[src/rtl/cu_pkg.sv]
`default_nettype none

package cu_pkg;

    // Instruction step, two fetch cycles then up to two execute cycles
    typedef enum logic [1:0] {
        STEP_FETCH_LO = 2'd0,
        STEP_FETCH_HI = 2'd1,
        STEP_EXEC_1   = 2'd2,
        STEP_EXEC_2   = 2'd3
    } step_t;

    // Opcode field, IR[15:12]
    typedef enum logic [3:0] {
        OP_AND  = 4'd0,
        OP_OR   = 4'd1,
        OP_NOT  = 4'd2,
        OP_ADD  = 4'd3,
        OP_SUB  = 4'd4,
        OP_LSR  = 4'd5,
        OP_LSL  = 4'd6,
        OP_INC  = 4'd7,   // Retired, decodes as no-op
        OP_DEC  = 4'd8,   // Retired
        OP_BRA  = 4'd9,
        OP_BNE  = 4'd10,
        OP_MOV  = 4'd11,
        OP_LD   = 4'd12,
        OP_ST   = 4'd13,
        OP_PULL = 4'd14,  // Retired
        OP_PUSH = 4'd15   // Retired
    } opcode_t;

    typedef enum logic [3:0] {
        ALU_PASS_A = 4'd0,
        ALU_PASS_B = 4'd1,
        ALU_NOT_A  = 4'd2,
        ALU_ADD    = 4'd4,
        ALU_SUB    = 4'd5,
        ALU_AND    = 4'd7,
        ALU_OR     = 4'd8,
        ALU_LSL    = 4'd11,
        ALU_LSR    = 4'd12
    } alu_fun_t;

    // Shared by the general file, the address file and the IR
    typedef enum logic [1:0] {
        FUN_HOLD = 2'd0,
        FUN_LOAD = 2'd1,
        FUN_DEC  = 2'd2,
        FUN_INC  = 2'd3
    } reg_fun_t;

    typedef enum logic [1:0] {
        MUX_ALU = 2'd0,
        MUX_ARF = 2'd1,
        MUX_IR  = 2'd2,
        MUX_MEM = 2'd3
    } mux_src_t;

    // Instruction field positions
    localparam int OPCODE_LSB = 12;
    localparam int DST_LSB    = 8;
    localparam int SRC1_LSB   = 4;
    localparam int SRC2_LSB   = 0;
    localparam int MODE_BIT   = 10;
    localparam int RSEL_LSB   = 8;   // 2 bits
    localparam int ADDR_LSB   = 0;   // 8 bits

    // Register indices above the general file, 7 aliases PC
    localparam logic [2:0] IDX_SP = 3'd4;
    localparam logic [2:0] IDX_AR = 3'd5;
    localparam logic [2:0] IDX_PC = 3'd6;

endpackage

`default_nettype wire

[src/rtl/control_unit.sv]
`timescale 1ns/1ps
`default_nettype none

module control_unit (
    input  logic              clock,
    input  logic              rst_n,
    input  logic [15:0]       ir,
    input  logic              z_flag,
    output logic [2:0]        rf_out_a_sel,
    output logic [2:0]        rf_out_b_sel,
    output cu_pkg::reg_fun_t  rf_fun_sel,
    output logic [3:0]        rf_r_sel,
    output cu_pkg::alu_fun_t  alu_fun_sel,
    output logic [1:0]        arf_out_c_sel,
    output logic [1:0]        arf_out_d_sel,
    output cu_pkg::reg_fun_t  arf_fun_sel,
    output logic [3:0]        arf_reg_sel,
    output logic              ir_lh,
    output logic              ir_enable,
    output cu_pkg::reg_fun_t  ir_fun_sel,
    output logic              mem_wr,
    output logic              mem_cs,
    output cu_pkg::mux_src_t  mux_a_sel,
    output cu_pkg::mux_src_t  mux_b_sel,
    output logic              mux_c_sel
);

    cu_pkg::step_t     step;
    logic              last_step;
    logic              a_used;
    logic [2:0]        a_idx;
    logic              b_used;
    logic [2:0]        b_idx;
    logic              dst_used;
    logic [2:0]        dst_idx;
    cu_pkg::reg_fun_t  dst_fun;
    cu_pkg::mux_src_t  dst_src;

    cu_sequencer u_seq (
        .clock     (clock),
        .rst_n     (rst_n),
        .last_step (last_step),
        .step      (step)
    );

    cu_instr_decoder u_dec (
        .step          (step),
        .ir            (ir),
        .z_flag        (z_flag),
        .last_step     (last_step),
        .a_used        (a_used),
        .a_idx         (a_idx),
        .b_used        (b_used),
        .b_idx         (b_idx),
        .dst_used      (dst_used),
        .dst_idx       (dst_idx),
        .dst_fun       (dst_fun),
        .dst_src       (dst_src),
        .alu_fun_sel   (alu_fun_sel),
        .ir_enable     (ir_enable),
        .ir_lh         (ir_lh),
        .ir_fun_sel    (ir_fun_sel),
        .mem_cs        (mem_cs),
        .mem_wr        (mem_wr),
        .arf_out_d_sel (arf_out_d_sel)
    );

    cu_operand_router u_route (
        .a_used        (a_used),
        .a_idx         (a_idx),
        .b_used        (b_used),
        .b_idx         (b_idx),
        .dst_used      (dst_used),
        .dst_idx       (dst_idx),
        .dst_fun       (dst_fun),
        .dst_src       (dst_src),
        .rf_out_a_sel  (rf_out_a_sel),
        .rf_out_b_sel  (rf_out_b_sel),
        .rf_fun_sel    (rf_fun_sel),
        .rf_r_sel      (rf_r_sel),
        .arf_out_c_sel (arf_out_c_sel),
        .arf_fun_sel   (arf_fun_sel),
        .arf_reg_sel   (arf_reg_sel),
        .mux_a_sel     (mux_a_sel),
        .mux_b_sel     (mux_b_sel),
        .mux_c_sel     (mux_c_sel)
    );

endmodule

`default_nettype wire

[src/rtl/cu_instr_decoder.sv]
`timescale 1ns/1ps
`default_nettype none

module cu_instr_decoder (
    input  cu_pkg::step_t      step,
    input  logic [15:0]        ir,
    input  logic               z_flag,
    output logic               last_step,
    output logic               a_used,
    output logic [2:0]         a_idx,
    output logic               b_used,
    output logic [2:0]         b_idx,
    output logic               dst_used,
    output logic [2:0]         dst_idx,
    output cu_pkg::reg_fun_t   dst_fun,
    output cu_pkg::mux_src_t   dst_src,
    output cu_pkg::alu_fun_t   alu_fun_sel,
    output logic               ir_enable,
    output logic               ir_lh,
    output cu_pkg::reg_fun_t   ir_fun_sel,
    output logic               mem_cs,
    output logic               mem_wr,
    output logic [1:0]         arf_out_d_sel
);

    // Address-file output D codes
    localparam logic [1:0] ARF_D_AR = 2'b00;
    localparam logic [1:0] ARF_D_PC = 2'b11;

    cu_pkg::opcode_t opcode;
    logic            direct;
    logic [2:0]      dst_field;
    logic [2:0]      src1_field;
    logic [2:0]      src2_field;
    logic [2:0]      rsel_idx;

    assign opcode     = cu_pkg::opcode_t'(ir[cu_pkg::OPCODE_LSB +: 4]);
    assign direct     = ir[cu_pkg::MODE_BIT];
    assign dst_field  = ir[cu_pkg::DST_LSB +: 3];
    assign src1_field = ir[cu_pkg::SRC1_LSB +: 3];
    assign src2_field = ir[cu_pkg::SRC2_LSB +: 3];
    assign rsel_idx   = {1'b0, ir[cu_pkg::RSEL_LSB +: 2]};  // R1..R4 only

    always_comb begin
        last_step     = 1'b1;
        a_used        = 1'b0;
        a_idx         = 3'd0;
        b_used        = 1'b0;
        b_idx         = 3'd0;
        dst_used      = 1'b0;
        dst_idx       = 3'd0;
        dst_fun       = cu_pkg::FUN_HOLD;
        dst_src       = cu_pkg::MUX_ALU;
        alu_fun_sel   = cu_pkg::ALU_PASS_A;
        ir_enable     = 1'b0;
        ir_lh         = 1'b0;
        ir_fun_sel    = cu_pkg::FUN_HOLD;
        mem_cs        = 1'b0;
        mem_wr        = 1'b0;
        arf_out_d_sel = ARF_D_AR;
        case (step)
            cu_pkg::STEP_FETCH_LO, cu_pkg::STEP_FETCH_HI: begin
                ir_enable     = 1'b1;
                ir_fun_sel    = cu_pkg::FUN_LOAD;
                ir_lh         = (step == cu_pkg::STEP_FETCH_HI);
                arf_out_d_sel = ARF_D_PC;
                dst_used      = 1'b1;
                dst_idx       = cu_pkg::IDX_PC;
                dst_fun       = cu_pkg::FUN_INC;  // PC steps in both fetch cycles
            end
            cu_pkg::STEP_EXEC_1: begin
                case (opcode)
                    cu_pkg::OP_AND, cu_pkg::OP_OR, cu_pkg::OP_NOT, cu_pkg::OP_ADD,
                    cu_pkg::OP_SUB, cu_pkg::OP_LSR, cu_pkg::OP_LSL, cu_pkg::OP_MOV: begin
                        a_used   = 1'b1;
                        a_idx    = src1_field;
                        b_used   = (opcode == cu_pkg::OP_AND) || (opcode == cu_pkg::OP_OR)
                                   || (opcode == cu_pkg::OP_ADD) || (opcode == cu_pkg::OP_SUB);
                        b_idx    = src2_field;
                        dst_used = 1'b1;
                        dst_idx  = dst_field;
                        dst_fun  = cu_pkg::FUN_LOAD;
                        case (opcode)
                            cu_pkg::OP_AND: alu_fun_sel = cu_pkg::ALU_AND;
                            cu_pkg::OP_OR:  alu_fun_sel = cu_pkg::ALU_OR;
                            cu_pkg::OP_NOT: alu_fun_sel = cu_pkg::ALU_NOT_A;
                            cu_pkg::OP_ADD: alu_fun_sel = cu_pkg::ALU_ADD;
                            cu_pkg::OP_SUB: alu_fun_sel = cu_pkg::ALU_SUB;
                            cu_pkg::OP_LSR: alu_fun_sel = cu_pkg::ALU_LSR;
                            cu_pkg::OP_LSL: alu_fun_sel = cu_pkg::ALU_LSL;
                            default:        alu_fun_sel = cu_pkg::ALU_PASS_A;  // MOV
                        endcase
                    end
                    cu_pkg::OP_BRA, cu_pkg::OP_BNE, cu_pkg::OP_LD, cu_pkg::OP_ST: begin
                        if (!(opcode == cu_pkg::OP_BNE && z_flag)) begin
                            dst_used = 1'b1;
                            dst_fun  = cu_pkg::FUN_LOAD;
                            dst_src  = cu_pkg::MUX_IR;
                            if (direct || opcode == cu_pkg::OP_ST) begin
                                last_step = 1'b0;  // Address byte goes to AR first
                                dst_idx   = cu_pkg::IDX_AR;
                            end else if (opcode == cu_pkg::OP_LD) begin
                                dst_idx = rsel_idx;
                            end else begin
                                dst_idx = cu_pkg::IDX_PC;
                            end
                        end
                    end
                    default: begin
                        // Retired opcodes idle for one execute cycle
                    end
                endcase
            end
            default: begin
                mem_cs        = 1'b1;
                arf_out_d_sel = ARF_D_AR;  // Memory at AR
                case (opcode)
                    cu_pkg::OP_ST: begin
                        mem_wr      = 1'b1;
                        b_used      = 1'b1;
                        b_idx       = rsel_idx;
                        alu_fun_sel = cu_pkg::ALU_PASS_B;
                    end
                    cu_pkg::OP_LD: begin
                        dst_used = 1'b1;
                        dst_idx  = rsel_idx;
                        dst_fun  = cu_pkg::FUN_LOAD;
                        dst_src  = cu_pkg::MUX_MEM;
                    end
                    default: begin
                        dst_used = 1'b1;
                        dst_idx  = cu_pkg::IDX_PC;  // BRA and taken BNE
                        dst_fun  = cu_pkg::FUN_LOAD;
                        dst_src  = cu_pkg::MUX_MEM;
                    end
                endcase
            end
        endcase
    end

endmodule

`default_nettype wire

[src/rtl/cu_operand_router.sv]
`timescale 1ns/1ps
`default_nettype none

module cu_operand_router (
    input  logic              a_used,
    input  logic [2:0]        a_idx,
    input  logic              b_used,
    input  logic [2:0]        b_idx,
    input  logic              dst_used,
    input  logic [2:0]        dst_idx,
    input  cu_pkg::reg_fun_t  dst_fun,
    input  cu_pkg::mux_src_t  dst_src,
    output logic [2:0]        rf_out_a_sel,
    output logic [2:0]        rf_out_b_sel,
    output cu_pkg::reg_fun_t  rf_fun_sel,
    output logic [3:0]        rf_r_sel,
    output logic [1:0]        arf_out_c_sel,
    output cu_pkg::reg_fun_t  arf_fun_sel,
    output logic [3:0]        arf_reg_sel,
    output cu_pkg::mux_src_t  mux_a_sel,
    output cu_pkg::mux_src_t  mux_b_sel,
    output logic              mux_c_sel
);

    // Address-file output C codes
    localparam logic [1:0] ARF_C_AR = 2'b00;
    localparam logic [1:0] ARF_C_SP = 2'b01;
    localparam logic [1:0] ARF_C_PC = 2'b11;

    logic a_gen;
    logic b_gen;
    logic dst_gen;

    assign a_gen   = (a_idx < 3'd4);
    assign b_gen   = (b_idx < 3'd4);
    assign dst_gen = (dst_idx < 3'd4);

    // Operand A comes from the general file or, through mux C, the address file
    always_comb begin
        rf_out_a_sel  = 3'd0;
        arf_out_c_sel = 2'b00;
        mux_c_sel     = 1'b0;
        if (a_used) begin
            if (a_gen) begin
                rf_out_a_sel = a_idx + 3'd4;
            end else begin
                mux_c_sel = 1'b1;
                case (a_idx)
                    cu_pkg::IDX_SP: arf_out_c_sel = ARF_C_SP;
                    cu_pkg::IDX_AR: arf_out_c_sel = ARF_C_AR;
                    default:        arf_out_c_sel = ARF_C_PC;
                endcase
            end
        end
    end

    // Operand B has no address-file path
    always_comb begin
        rf_out_b_sel = 3'd0;
        if (b_used && b_gen) begin
            rf_out_b_sel = b_idx + 3'd4;
        end
    end

    // Writes to R1..R4 go through mux A, to SP/AR/PC through mux B
    always_comb begin
        rf_fun_sel  = cu_pkg::FUN_HOLD;
        rf_r_sel    = 4'b0000;
        mux_a_sel   = cu_pkg::MUX_ALU;
        arf_fun_sel = cu_pkg::FUN_HOLD;
        arf_reg_sel = 4'b0000;
        mux_b_sel   = cu_pkg::MUX_ALU;
        if (dst_used) begin
            if (dst_gen) begin
                rf_fun_sel = dst_fun;
                mux_a_sel  = dst_src;
                rf_r_sel   = 4'b1000 >> dst_idx[1:0];  // R1 is the top bit
            end else begin
                arf_fun_sel = dst_fun;
                mux_b_sel   = dst_src;
                case (dst_idx)
                    cu_pkg::IDX_SP: arf_reg_sel = 4'b0010;
                    cu_pkg::IDX_AR: arf_reg_sel = 4'b0100;
                    default:        arf_reg_sel = 4'b1000;  // PC
                endcase
            end
        end
    end

endmodule

`default_nettype wire

[src/rtl/cu_sequencer.sv]
`timescale 1ns/1ps
`default_nettype none

module cu_sequencer (
    input  logic           clock,
    input  logic           rst_n,
    input  logic           last_step,
    output cu_pkg::step_t  step
);

    cu_pkg::step_t step_next;

    always_comb begin
        case (step)
            cu_pkg::STEP_FETCH_LO: step_next = cu_pkg::STEP_FETCH_HI;
            cu_pkg::STEP_FETCH_HI: step_next = cu_pkg::STEP_EXEC_1;
            cu_pkg::STEP_EXEC_1: begin
                if (last_step) begin
                    step_next = cu_pkg::STEP_FETCH_LO;  // Short instruction done
                end else begin
                    step_next = cu_pkg::STEP_EXEC_2;
                end
            end
            default: step_next = cu_pkg::STEP_FETCH_LO;
        endcase
    end

    always_ff @(posedge clock or negedge rst_n) begin
        if (!rst_n) begin
            step <= cu_pkg::STEP_FETCH_LO;
        end else begin
            step <= step_next;
        end
    end

endmodule

`default_nettype wire

[config.mk]
export PLATFORM = sky130hd
export DESIGN_NAME = control_unit
export DESIGN_NICKNAME = d
export VERILOG_FILES = /design/src/rtl/cu_pkg.sv /design/src/rtl/control_unit.sv /design/src/rtl/cu_instr_decoder.sv /design/src/rtl/cu_operand_router.sv /design/src/rtl/cu_sequencer.sv
export SDC_FILE = /design/constraint.sdc
export NUM_CORES = 1
export LEC_CHECK = 0
export CORE_UTILIZATION = 55
export DETAILED_ROUTE_END_ITERATION = 10
export DONT_BUFFER_PORTS = 1
export HOLD_SLACK_MARGIN = 0.1
export PLACE_DENSITY = 0.7
export SYNTH_ARGS = -nofsm -noshare
export SYNTH_HDL_FRONTEND = slang
export SYNTH_SLANG_ARGS = --single-unit
[constraint.sdc]
create_clock -name clock -period 3.02 [get_ports clock]
set_input_delay 0 -clock clock [delete_from_list [all_inputs] [get_ports clock]]
set_output_delay 0 -clock clock [all_outputs]
set_load 0.01 [all_outputs]
* After elaboration in Yosys (flattened, before gate mapping)
Cells that the tools add are included.
W data, S select, Z words.
** Operators by class
- Add/sub/neg operators :: 2
- Order comparisons :: 3
- Equality and inequality tests :: 17
- Shifts and indexed selects :: 1
- Multiplexer cells :: 65
- Reduce and logical (&&, ||, !) cells :: 12
** Operators with widths (number)
- $mux W2 :: 16
- $pmux W4 S7 :: 1
- $mux W3 :: 9
- $pmux W3 S2 :: 4
- $eq A4 B4 Y1 const B :: 5
- $mux W1 :: 20
- $mux W4 :: 5
- $pmux W2 S2 :: 4
- $pmux W4 S2 :: 2
- $eq A3 B3 Y1 const B :: 4
- $eq A4 B3 Y1 const B :: 3
- $lt A3 B3 Y1 const B :: 3
- $eq A4 B2 Y1 const B :: 2
- $reduce_or A8 Y1 :: 1
- $add A3 B3 Y3 const B :: 2
- $pmux W1 S2 :: 3
- $pmux W2 S3 :: 1
- $eq A4 B1 Y1 const B :: 1
- $logic_not A4 Y1 :: 1
- $logic_or A1 B1 Y1 :: 4
- $reduce_or A4 Y1 :: 1
- $shr A4 B2 Y4 const A :: 1
- $reduce_or A3 Y1 :: 1
- $eq A2 B1 Y1 const B :: 1
- other kinds (4) :: 5
** Word-level totals
- Bits in registers :: 2
- Bits of input ports :: 19
- Output and inout bits :: 37

* Depth between registers and ports, before layout
- Depth after elaboration :: 10
- Depth in mapped cells :: 8
- Gate-level depth less buffers :: 6

* By module
A second synthesis with hierarchy kept.
** Unflattened totals
- Cells, all modules :: 124
- Area total of the unflattened synthesis :: 822.0 um2
** By module, submodules not included
- cu_instr_decoder :: times used 1, cells each 90, area each 538.0 um2, seq. area each 0.0 um2
- cu_operand_router :: times used 1, cells each 29, area each 210.2 um2, seq. area each 0.0 um2
- cu_sequencer :: times used 1, cells each 5, area each 73.8 um2, seq. area each 50.0 um2

* Worst setup path before layout
Ideal clock, no wire load.
- Path kind :: reg2out
- Start point :: register u_seq.step[1]
- End point :: output port rf_r_sel[2]
- Arrival :: 1632 ps
- Data required time :: 3020 ps
- Setup slack :: 1388 ps
- Stages on the path, launching flop included :: 7
- Path through :: dfrtp_1 buf_2 nand2_1 nor3_2 o32ai_1 o31ai_2 nor3b_1
** Between the ends
- Cells in the longest elaborated chain, start to end :: 6
- Elaborated cells between the ends (all ways) :: 10
** Ends and longest elaborated chain
- from (decl) :: line cu_sequencer.sv:8 : output cu_pkg::step_t step
- from (signal assigned) :: line cu_sequencer.sv:30 : step <= cu_pkg::STEP_FETCH_LO;
- from (signal assigned) :: line cu_sequencer.sv:32 : step <= step_next;
- $eq A2 B1 Y1 or $logic_not A2 Y1 (tied branches) :: line cu_instr_decoder.sv:61 : case (step)
- $reduce_or A2 Y1
- $pmux W3 S2 :: line cu_instr_decoder.sv:61
- $lt A3 B3 Y1 or $shr A4 B2 Y4 (tied branches) :: line cu_operand_router.sv:36, cu_operand_router.sv:77
- $mux W4 :: line cu_operand_router.sv:74 : if (dst_gen) begin
- $mux W4 (*) :: line cu_operand_router.sv:73 : if (dst_used) begin
- to (decl) :: line control_unit.sv:12 : output logic [3:0] rf_r_sel,
Every way passes the cells marked *; elsewhere a longest branch is shown, timed or not.

* Worst setup path after layout
- Start point :: register u_seq.step[0]
- End point :: output port rf_r_sel[2]
The elaborated chain is that of the path after synthesis.

==> metrics.txt <==
run status finished, final reports clean; detailed placer's ending HPWL 1510 microns; number of global-route vias before repair between 700 and 800; commonest non-fill, non-tap cell in the layout sky130_fd_sc_hd__nor2_1; worst hold slack 0.139 ns; share of final-layout standard cells stronger than drive strength 1 0.163; worst path cell trace nand2_1, nor3_2, o32ai_1, o31ai_2, nor3b_1; Area Growth Syn to Fin 2.31%; number of search-and-repair iterations in the first detailed-routing pass 6; GPL Wtd Cong 0.878; clock tree buffer depth 2; number of antenna repair diodes 0; CTS-repair resized insts 0; clock sink count 2; Top Registers u_seq.step (2); leading cell types in the layout, fill and taps excluded sky130_fd_sc_hd__nor2_1, sky130_fd_sc_hd__inv_1, sky130_fd_sc_hd__a21oi_1, sky130_fd_sc_hd__dlygate4sd3_1; antenna violation net count after detailed routing 0; final setup violation count 0; crit-path max FO 14; setup repair after global routing missed its margin no; dominant synthesized flop cell sky130_fd_sc_hd__dfrtp_1; routed via count slightly above 900; Std-Cell Core Area 1380 sq um; required time worst endpoint 3.02 ns; Filler cells ~140; final cell utilization of the core 0.641; setup TNS 0 ns; die span in y 41.7 microns; biggest cell delay along the critical path 0.60 ns; number of buffers inserted to repair setup after CTS 0; static leakage 0.343 nW; number of max-cap violations 0; type of the worst setup path reg2out; first-pass GRT wire length 3600 microns; flip-flop count of the largest register after layout 2; # nets final between 100 and 150; cell type of the slowest stage on the worst timing path sky130_fd_sc_hd__dfrtp_1; Synth warnings 0; Num CTS Buffers 3; async set-reset flop share out of synthesis 1.00; Syn Std Cell Area 866 sq um; worst vdd rail ir drop 0.376 mV; Crit path arrival time 2.30 ns; per-cell routed wire length 16.1 microns; Critical Path End Type output port; Row Count 13; number of DRC violations after detailed-routing iteration 0 25; shortest clock period the worst path allows after layout 2.30 ns; CTS tree done; synth unique cells 52; Critical R2R Launch u_seq.step[0]$_DFF_PN0_; register name with the most flops u_seq.step; insertion delay to the later sink of the worst-skew pair 0.22 ns; total global routing track utilization 0.257; worst slew pin tran approximately 0.56 ns; area used by sequential logic in the layout between 50 and 60 sq um; CP delay by family, top simple AND/OR/NAND/NOR gates; GR Overflow Total 0; DRC Markers 0; number of top-level pins 56; number of buffers inserted by hold repair at cts 8; largest net degree at the start of global routing 23; combined buffer and inverter count along the critical path 0; total non-filler cell area in the finished layout 886 sq um; Hold Crit Start ir[5]; sequential-to-total area share from yosys stat 0.0578; Placed Instance Area 783 sq um; number of synthesized flops with an enable pin 0; final hold viol count 0; mean cell area of the mapped netlist 6.87 sq um; starting utilization of the core area 0.626; pwr/cell area 525 nW/um^2; via/cell ratio 6.61; max-slew violation count 0; Tcrit/Tclk final 0.763; clock transition time at the flip-flop clock pins of the worst setup and hold paths 0.03 ns; Total Wirelength 2220 microns; Post-Route Skew just under 0.003 ns; die boundary width 41.7 microns; multi-input logic area 669 sq um; headroom to the max-slew limit 0.623; startpoint type of the worst setup path flip-flop; post-synthesis instance total 126; area enclosed by the die boundary 1740 sq um; worst hold path type in2out; H-tree depth reported by CTS 1; antenna violations before repair 0; cell at the root of the clock tree sky130_fd_sc_hd__clkbuf_4; timing-limited maximum frequency between 400 and 500 MHz; IO Port Bufs 0; flop and latch count out of synthesis 2; worst setup path startpoint u_seq.step[0]$_DFF_PN0_
[layout make-up]
| cell class | instances | area share |
|---|---|---|
| tap | 15 | 0.0212 |
| inverter | 12 | 0.0508 |
| sequential | 2 | 0.0565 |
| multi-input combinational | 98 | 0.756 |
| clock buffer | 3 | 0.0254 |
| timing repair buffer | 8 | 0.0904 |
[cells in the mapped netlist (3+ instances only)]
cell	count	area share
sky130_fd_sc_hd__a21oi_1	10	0.058
sky130_fd_sc_hd__buf_2	6	0.035
sky130_fd_sc_hd__buf_4	7	0.061
sky130_fd_sc_hd__inv_1	10	0.043
sky130_fd_sc_hd__nand2_1	5	0.022
sky130_fd_sc_hd__nand2b_1	5	0.036
sky130_fd_sc_hd__nor2_1	15	0.065
sky130_fd_sc_hd__nor2b_1	3	0.022
sky130_fd_sc_hd__nor3_1	5	0.029
sky130_fd_sc_hd__nor3b_1	5	0.043
sky130_fd_sc_hd__nor4_1	3	0.022
sky130_fd_sc_hd__o21ai_0	5	0.029
[through the flow]
step                      std cells  setup slack [ns]  total power [W]
after floorplan                 128              1.39         0.000402
after global placement          127             0.998         0.000391
after detailed placement        127             0.956         0.000396
after CTS                       138             0.709         0.000465
after global routing            138             0.576         0.000507
final                           138             0.715         0.000465
[final timing paths]
path | end | slack, ns | cells after the start
min in group asynchronous | u_seq.step[0]$_DFF_PN0_ | 0.59 | 2
max in group asynchronous | u_seq.step[1]$_DFF_PN0_ | 2.30 | 2
hold reg to reg | u_seq.step[0]$_DFF_PN0_ | 0.66 | 1
hold / removal | arf_out_c_sel[1] | 0.14 | 2
setup / recovery | rf_r_sel[2] | 0.72 | 5
setup reg to reg | u_seq.step[1]$_DFF_PN0_ | 1.76 | 2
[metal layers]
layer | global-route usage | vias to the layer above | part of all wire
li1 | - | 437 | -
met1 | 0.325 | 415 | 0.43
met2 | 0.453 | 58 | 0.49
met3 | 0.0391 | 2 | 0.070
met4 | 0.0581 | 0 | 0.0076
met5 | 0 | - | 0
[logic make-up (layout without fill, tap and decap cells)]
family,count (synthesis),after routing,share of synthesized area
simple gates,57,57,0.395
buf+inv,28,23,0.178
flops,2,2,0.0578
other cells,1,3,0.00433
mux,3,3,0.0419
compound gates,35,35,0.324
[where the power goes]
group / internal (W) / switching, W / total (W)
registers: 0.0000394 / 0.0000407 / 0.0000801
logic: 0.000108 / 0.000220 / 0.000328
clock network: 0.0000437 / 0.0000133 / 0.0000570
total: 0.000191 / 0.000274 / 0.000465
[worst reg2reg max path, delay by kind of cell, from the launching register on]
family / cells / cell delay (ns)
AO/OA/AOI/OAI: 1 / 0.13
flip-flops: 1 / 0.60
AND/OR/NAND/NOR: 1 / 0.40
Power figures use the tool's default switching activity.
